**src/hw/mem_sched_pkg.sv**
```systemverilog
// Shared widths, quantized weight format and X column step of the memory scheduler
`default_nettype none

package mem_sched_pkg;

  // Byte address on the memory side
  typedef logic [31:0] addr_t;

  // Loop counts and limits of the X walk
  typedef logic [15:0] iter_t;

  // Quantized weight format, encoding matches the dequant mode register field
  typedef enum logic [1:0] {
    QINT_8 = 2'd0,
    QINT_4 = 2'd1,
    QINT_2 = 2'd2
  } qint_fmt_e;

  // Byte step between adjacent X column tiles
  localparam addr_t COL_JMP = 32'd64;

  // Rows in a full X tile
  localparam int unsigned ARRAY_W = 4;

  // Width of a group index, without the skip flag
  localparam int unsigned GROUP_W = 8;

endpackage : mem_sched_pkg

`default_nettype wire
```
**src/hw/x_tile_cfg_if.sv**
```systemverilog
// X-tile loop configuration bundle with source and destination modports
`timescale 1ns/1ps
`default_nettype none

interface x_tile_cfg_if
  import mem_sched_pkg::*;
#(
  parameter int unsigned ArrayW = ARRAY_W
);

  addr_t                 x_addr;
  iter_t                 col_iters;
  iter_t                 w_iters;
  iter_t                 row_iters;
  addr_t                 row_offs;
  iter_t                 tot_reads;
  // Leftover rows of the last row tile, 0 for a full tile
  logic [$clog2(ArrayW):0] last_rows;
  logic                  cfg_valid;

  modport cfg_src (
    output x_addr, col_iters, w_iters, row_iters, row_offs, tot_reads, last_rows, cfg_valid
  );

  modport cfg_dst (
    input  x_addr, col_iters, w_iters, row_iters, row_offs, tot_reads, last_rows, cfg_valid
  );

endinterface : x_tile_cfg_if

`default_nettype wire

```
**src/hw/mem_scheduler.sv**
```systemverilog
// Memory scheduler top: X-tile walker with its configuration bundle and the bias unit
`timescale 1ns/1ps
`default_nettype none

module mem_scheduler
  import mem_sched_pkg::*;
#(
  parameter int unsigned ArrayW = ARRAY_W,
  parameter int unsigned GroupW = GROUP_W
) (
  input  logic                    clk_i,
  input  logic                    rst_ni,
  input  logic                    clear_i,
  input  logic                    start_i,
  input  logic                    idle_i,
  input  logic                    x_ready_start_i,
  input  logic                    x_done_i,
  // Walker configuration
  input  addr_t                   x_addr_i,
  input  iter_t                   col_iters_i,
  input  iter_t                   w_iters_i,
  input  iter_t                   row_iters_i,
  input  addr_t                   row_offs_i,
  input  iter_t                   tot_reads_i,
  input  logic [$clog2(ArrayW):0] last_rows_i,
  // X read descriptor
  output logic                    x_req_start_o,
  output addr_t                   x_base_addr_o,
  output logic [$clog2(ArrayW):0] x_tot_len_o,
  // Bias streams
  input  qint_fmt_e               qint_fmt_i,
  input  logic [15:0]             w_stride_i,
  input  logic                    gidx_valid_i,
  input  logic [GroupW:0]         gidx_data_i,
  output logic                    gidx_ready_o,
  input  logic                    bias_ready_i,
  output logic                    bias_valid_o,
  output logic [31:0]             scales_bias_o,
  output logic [31:0]             zeros_bias_o,
  output logic                    skip_o,
  input  logic                    row_valid_i,
  input  logic [15:0]             row_data_i,
  output logic                    row_ready_o,
  input  logic                    wq_bias_ready_i,
  output logic                    wq_bias_valid_o,
  output logic [31:0]             wq_bias_o
);

  x_tile_cfg_if #(
    .ArrayW ( ArrayW )
  ) x_cfg ();

  assign x_cfg.x_addr    = x_addr_i;
  assign x_cfg.col_iters = col_iters_i;
  assign x_cfg.w_iters   = w_iters_i;
  assign x_cfg.row_iters = row_iters_i;
  assign x_cfg.row_offs  = row_offs_i;
  assign x_cfg.tot_reads = tot_reads_i;
  assign x_cfg.last_rows = last_rows_i;
  // Registers are always loaded at this level
  assign x_cfg.cfg_valid = 1'b1;

  x_tile_walker #(
    .ArrayW ( ArrayW )
  ) i_x_tile_walker (
    .clk_i           ( clk_i           ),
    .rst_ni          ( rst_ni          ),
    .clear_i         ( clear_i         ),
    .start_i         ( start_i         ),
    .idle_i          ( idle_i          ),
    .x_ready_start_i ( x_ready_start_i ),
    .x_done_i        ( x_done_i        ),
    .cfg             ( x_cfg.cfg_dst   ),
    .x_req_start_o   ( x_req_start_o   ),
    .x_base_addr_o   ( x_base_addr_o   ),
    .x_tot_len_o     ( x_tot_len_o     )
  );

  dequant_bias_unit #(
    .GroupW ( GroupW )
  ) i_dequant_bias_unit (
    .qint_fmt_i      ( qint_fmt_i      ),
    .w_stride_i      ( w_stride_i      ),
    .gidx_valid_i    ( gidx_valid_i    ),
    .gidx_data_i     ( gidx_data_i     ),
    .gidx_ready_o    ( gidx_ready_o    ),
    .bias_ready_i    ( bias_ready_i    ),
    .bias_valid_o    ( bias_valid_o    ),
    .scales_bias_o   ( scales_bias_o   ),
    .zeros_bias_o    ( zeros_bias_o    ),
    .skip_o          ( skip_o          ),
    .row_valid_i     ( row_valid_i     ),
    .row_data_i      ( row_data_i      ),
    .row_ready_o     ( row_ready_o     ),
    .wq_bias_ready_i ( wq_bias_ready_i ),
    .wq_bias_valid_o ( wq_bias_valid_o ),
    .wq_bias_o       ( wq_bias_o       )
  );

endmodule : mem_scheduler

`default_nettype wire

```
**src/hw/dequant_bias_unit.sv**
```systemverilog
// Dequantization bias unit: scale, zero-point and quantized-weight offsets from index streams
`timescale 1ns/1ps
`default_nettype none

module dequant_bias_unit
  import mem_sched_pkg::*;
#(
  parameter int unsigned GroupW = GROUP_W
) (
  input  qint_fmt_e         qint_fmt_i,
  input  logic [15:0]       w_stride_i,
  input  logic              gidx_valid_i,
  input  logic [GroupW:0]   gidx_data_i,
  output logic              gidx_ready_o,
  input  logic              bias_ready_i,
  output logic              bias_valid_o,
  output logic [31:0]       scales_bias_o,
  output logic [31:0]       zeros_bias_o,
  output logic              skip_o,
  input  logic              row_valid_i,
  input  logic [15:0]       row_data_i,
  output logic              row_ready_o,
  input  logic              wq_bias_ready_i,
  output logic              wq_bias_valid_o,
  output logic [31:0]       wq_bias_o
);

  logic [1:0]        q_shift;
  logic [15:0]       stride_narrow;
  logic [GroupW-1:0] gidx;

  // Packed weights shrink the stride by the number of elements per byte
  always_comb begin
    case (qint_fmt_i)
      QINT_2:  q_shift = 2'd3;
      QINT_4:  q_shift = 2'd2;
      default: q_shift = 2'd1;
    endcase
  end

  assign stride_narrow = w_stride_i >> q_shift;

  // Top bit of the index is the skip flag
  assign gidx   = gidx_data_i[GroupW-1:0];
  assign skip_o = gidx_data_i[GroupW];

  assign gidx_ready_o = bias_ready_i;
  assign bias_valid_o = gidx_valid_i && bias_ready_i;

  assign scales_bias_o = 32'(gidx) * 32'(w_stride_i);
  assign zeros_bias_o  = 32'(gidx) * 32'(stride_narrow);

  // Row stream
  assign row_ready_o     = wq_bias_ready_i;
  assign wq_bias_valid_o = row_valid_i && wq_bias_ready_i;
  assign wq_bias_o       = 32'(row_data_i) * 32'(stride_narrow);

endmodule : dequant_bias_unit

`default_nettype wire

```
**src/hw/x_tile_walker.sv**
```systemverilog
// X-tile walker: nested loop counters, address offsets, read descriptor and read request
`timescale 1ns/1ps
`default_nettype none

module x_tile_walker
  import mem_sched_pkg::*;
#(
  parameter int unsigned ArrayW = ARRAY_W
) (
  input  logic                    clk_i,
  input  logic                    rst_ni,
  input  logic                    clear_i,
  input  logic                    start_i,
  input  logic                    idle_i,
  input  logic                    x_ready_start_i,
  input  logic                    x_done_i,
  x_tile_cfg_if.cfg_dst           cfg,
  output logic                    x_req_start_o,
  output addr_t                   x_base_addr_o,
  output logic [$clog2(ArrayW):0] x_tot_len_o
);

  localparam int unsigned LenW = $clog2(ArrayW) + 1;

  iter_t col_cnt_d, col_cnt_q;
  iter_t w_cnt_d, w_cnt_q;
  iter_t row_cnt_d, row_cnt_q;
  iter_t read_cnt_q;

  addr_t col_offs_d, col_offs_q;
  addr_t row_offs_d, row_offs_q;

  iter_t col_max, w_max, row_max;
  logic  col_last, w_last, row_last;
  logic  row_step;

  // Last index of each loop
  assign col_max = cfg.col_iters - 16'd1;
  assign w_max   = cfg.w_iters - 16'd1;
  assign row_max = cfg.row_iters - 16'd1;

  assign col_last = (col_cnt_q == col_max);
  assign w_last   = (w_cnt_q == w_max);
  assign row_last = (row_cnt_q == row_max);

  // Row tile moves on only after every W iteration over all columns
  assign row_step = col_last && w_last;

  assign col_cnt_d = col_last ? '0 : col_cnt_q + 16'd1;
  assign w_cnt_d   = w_last ? '0 : w_cnt_q + 16'd1;
  assign row_cnt_d = row_last ? '0 : row_cnt_q + 16'd1;

  assign col_offs_d = col_last ? '0 : col_offs_q + COL_JMP;
  assign row_offs_d = row_last ? '0 : row_offs_q + cfg.row_offs;

  always_ff @(posedge clk_i or negedge rst_ni) begin : loop_counters
    if (!rst_ni) begin
      col_cnt_q  <= '0;
      w_cnt_q    <= '0;
      row_cnt_q  <= '0;
      read_cnt_q <= '0;
    end else if (clear_i) begin
      col_cnt_q  <= '0;
      w_cnt_q    <= '0;
      row_cnt_q  <= '0;
      read_cnt_q <= '0;
    end else if (x_done_i) begin
      col_cnt_q  <= col_cnt_d;
      read_cnt_q <= read_cnt_q + 16'd1;
      if (col_last) begin
        w_cnt_q <= w_cnt_d;
      end
      if (row_step) begin
        row_cnt_q <= row_cnt_d;
      end
    end
  end

  always_ff @(posedge clk_i or negedge rst_ni) begin : addr_offsets
    if (!rst_ni) begin
      col_offs_q <= '0;
      row_offs_q <= '0;
    end else if (clear_i) begin
      col_offs_q <= '0;
      row_offs_q <= '0;
    end else if (x_done_i) begin
      col_offs_q <= col_offs_d;
      if (row_step) begin
        row_offs_q <= row_offs_d;
      end
    end
  end

  assign x_base_addr_o = cfg.x_addr + row_offs_q + col_offs_q;

  // Partial tile only on the last row tile
  assign x_tot_len_o = (row_last && (cfg.last_rows != '0)) ? cfg.last_rows
                                                           : LenW'(ArrayW);

  // First read on start, later reads until the total is reached
  assign x_req_start_o = cfg.cfg_valid && !idle_i && x_ready_start_i &&
                         (start_i || ((read_cnt_q != '0) && (read_cnt_q != cfg.tot_reads)));

endmodule : x_tile_walker

`default_nettype wire

```
**config.mk**
```make
export PLATFORM = sky130hd
export DESIGN_NAME = mem_scheduler
export DESIGN_NICKNAME = d
export VERILOG_FILES = /design/src/hw/mem_sched_pkg.sv /design/src/hw/x_tile_cfg_if.sv /design/src/hw/mem_scheduler.sv /design/src/hw/dequant_bias_unit.sv /design/src/hw/x_tile_walker.sv
export SDC_FILE = /design/constraint.sdc
export NUM_CORES = 2
export LEC_CHECK = 0
export ABC_AREA = 1
export BUFFER_PORTS_ARGS = -buffer_cell sky130_fd_sc_hd__buf_2
export CAP_MARGIN = 10
export CORE_ASPECT_RATIO = 1.1
export CORE_MARGIN = 3
export CORE_UTILIZATION = 56
export DETAILED_ROUTE_END_ITERATION = 7
export GPL_TIMING_DRIVEN = 0
export PLACE_DENSITY = 0.8
export SLEW_MARGIN = 10
export SYNTH_ARGS = -nofsm -noshare
export SYNTH_HDL_FRONTEND = slang
export SYNTH_SLANG_ARGS = --single-unit
export TNS_END_PERCENT = 20
```
**constraint.sdc**
```tcl
create_clock -name clk_i -period 7.1 [get_ports clk_i]
set_clock_uncertainty 0.05 [all_clocks]
set_input_delay 0.71 -clock clk_i [delete_from_list [all_inputs] [get_ports clk_i]]
set_output_delay 0.71 -clock clk_i [all_outputs]
set_load 0.1 [all_outputs]
```
==> impl_metrics.json <==
{
  "status": "finished, violations left",
  "violations": "DRC, setup timing",
  "htreeDepth": 4,
  "vias_per_cell": 5.51,
  "io_pins": 322,
  "ys.flop_type": "dfrtp_1",
  "r2r_start": "i_x_tile_walker.row_offs_q[0]",
  "synth_top_area_frac": 0.261,
  "yosysTopAreaCell": "fa_1",
  "rows": 88,
  "cp_top_family": "adder cells",
  "firstDrtPassIters": 8,
  "vias": 29700,
  "maxCapViolCount": 0,
  "placement.io_buffers": 281,
  "hold_buffers": 0,
  "r2r_end": "i_x_tile_walker.row_offs_q[28]",
  "syn_inst": 4280,
  "synth_cell_types": 52,
  "met1_usage": 0.389,
  "die_area_um2": 56000,
  "place_hpwl_um": 70700,
  "synth_edf_count": 0,
  "cts_root_buffer": "clkbuf_16",
  "fmax_mhz": 127,
  "grt_overflow": 0,
  "antenna_found_initial": 0,
  "tightest_slew_ns": 0.899,
  "slowest_delay_ns": 0.55,
  "slew_viol_final": 0,
  "netlist_area_um2": 29800,
  "crit_type": "in2out",
  "critPathLaunch": "qint_fmt_i[1]",
  "grtUsageMet3": 0.0386,
  "slew_headroom": 0.401,
  "synth.area.top_cells": "fa_1 26%, nand2_1 15%, ha_1 11%",
  "rsz0062_at_grt": "true",
  "clk_pin_slew_ns": 0.06,
  "ant_nets": 0,
  "initialDrtViolationCount": 2358,
  "rr_worst_depth": 16,
  "crit_arrival_ns": 7.11,
  "fp.dieW_um": 226,
  "finalCriticalPeriod_ns": 7.87,
  "clk_latency_ns": 0.43,
  "async_flop_share": 1.00,
  "yosys-top-cells-count": "1201 x nand2_1, 773 x inv_1, 532 x nor2_1",
  "hold_violations": 0,
  "clock-sinks": 122,
  "fillers": 4285,
  "hold_path.class": "in2async",
  "post_drt_wl_per_cell_um": 17.4,
  "core_um2": 52500,
  "start_util": 0.567,
  "cts_tree": "built",
  "worstSetupEndpointType": "primary output",
  "whs_ns": 0.176,
  "yosysWarningCount": 0,
  "placed_area_um2": 32900,
  "drc_errors": 4,
  "cp-start-kind": "input pin",
  "die_h_um": 248,
  "min_period_over_period": 1.11,
  "path_common_cell": "fa_1",
  "ys_ff_latch": 122,
  "cts_made_buffers": 17,
  "setup_viol": 20,
  "grt_start_max_net_pins": 73,
  "ys_seq_area_frac": 0.102,
  "finalNetCount": 5545,
  "worst-path-buf-inv": 14,
  "crit_slowest_cell": "fa_1",
  "synth.avg_cell_area_um2": 6.96,
  "grt-busiest-layer": "met2",
  "dp_slack_ns": -1.49,
  "place_congestion": 0.967,
  "first_global_vias": 29100,
  "met2_usage": 0.564,
  "fin_area_um2": 35800,
  "grt_use_total": 0.319,
  "required_ns": 6.34,
  "grt_first_pass_wirelength_um": 143000,
  "rrSetupSlack_ns": 4.53,
  "drt_wl_total_um": 93800,
  "layout_setup_ws_ns": -0.774,
  "syn_to_final_growth_pct": 20.0,
  "drive_gt1_frac": 0.159,
  "yosysMostFrequentCell": "nand2_1",
  "critPathMaxFanout": 7,
  "max-clock-path-buffers": 2
}
## metrics by stage
stage | utilization | TNS [ns] | cells
6_report | 0.681 | -10.13 | 5391
4_1_cts | 0.668 | -4.12 | 5361
3_5_place_dp | 0.626 | -23.58 | 5252
2_1_floorplan | - | -3.00 | 4295
5_1_grt | 0.681 | -12.55 | 5390
3_3_place_gp | 0.625 | -22.34 | 5251
## cell families after synthesis
| group | count (synthesis) | share of synthesized area |
|---|---|---|
| flops | 122 | 0.102 |
| mux | 13 | 0.00437 |
| fa+ha+maj | 658 | 0.374 |
| xor+xnor | 215 | 0.0632 |
| other cells | 1 | 0.000126 |
| simple gates | 2021 | 0.273 |
| buf+inv | 921 | 0.121 |
| compound gates | 329 | 0.0615 |
## sequential cells by signal, indices dropped and copies added (netlist names)
register / count
i_x_tile_walker.row_offs_q: 32
i_x_tile_walker.col_offs_q: 26
i_x_tile_walker.col_cnt_q: 16
i_x_tile_walker.read_cnt_q: 16
i_x_tile_walker.row_cnt_q: 16
i_x_tile_walker.w_cnt_q: 16
## worst max-delay path by stage
stage	to	slack (ns)	cells past startpoint
global placement	wq_bias_o[29]	-1.43	31
CTS	wq_bias_o[28]	-0.40	25
global route	wq_bias_o[28]	-0.87	26
detailed placement	wq_bias_o[29]	-1.49	31
finish	wq_bias_o[19]	-0.77	30
floorplan	zeros_bias_o[13]	-0.30	22
## per-layer routing
layer,up-vias,part of all wire
li1,13800,-
met1,14000,0.37
met2,1414,0.49
met3,440,0.082
met4,0,0.062
met5,-,0
## cell type report
cell class              instances  area (µm²)  share of cell area
multi-input cells            3252       24500               0.686
flip-flops and latches        122        3050              0.0854
inverters                     785        3010              0.0843
repair buffers                390        2770              0.0774
plain buffers                 134         982              0.0275
well taps                     675         845              0.0236
clock buffers                  18         429              0.0120
clock inverters                14         146             0.00409
diodes                          1        2.50           0.0000700
## cells in the final DEF, fill, tap and decap left out, types with 15 or more instances in the layout
cell / count
xnor2_1: 75
nand2_4: 17
dfrtp_1: 122
nor2_1: 506
buf_12: 26
clkbuf_16: 29
nor3_1: 48
ha_1: 256
nand2_2: 43
clkbuf_2: 16
a21oi_1: 129
inv_2: 28
xor2_1: 116
buf_4: 115
nor2_2: 21
buf_6: 20
o21ai_0: 93
o21bai_1: 15
nand3_1: 136
inv_1: 740
buf_2: 260
clkbuf_1: 53
fa_1: 375
nand4_1: 40
conb_1: 16
nand2_1: 1143
## worst reg2reg max path, delay by kind of cell, from the launching register on
family	cells	cell delay (ns)
buffers and inverters	1	0.04
flip-flops	1	0.40
adder cells (fa/ha/maj)	2	0.77
AND/OR/NAND/NOR	13	1.21
## what timing repair did
item                       CTS  global route
cloned                       1             1
setup endpoints to repair   37            35
pin swaps                  100            55
buffers inserted            78            28
gates resized for setup    265           133
Power is left out: the tool's default activity adds up to more than one toggle a clock period on the data nets, which glitch-free logic cannot reach.
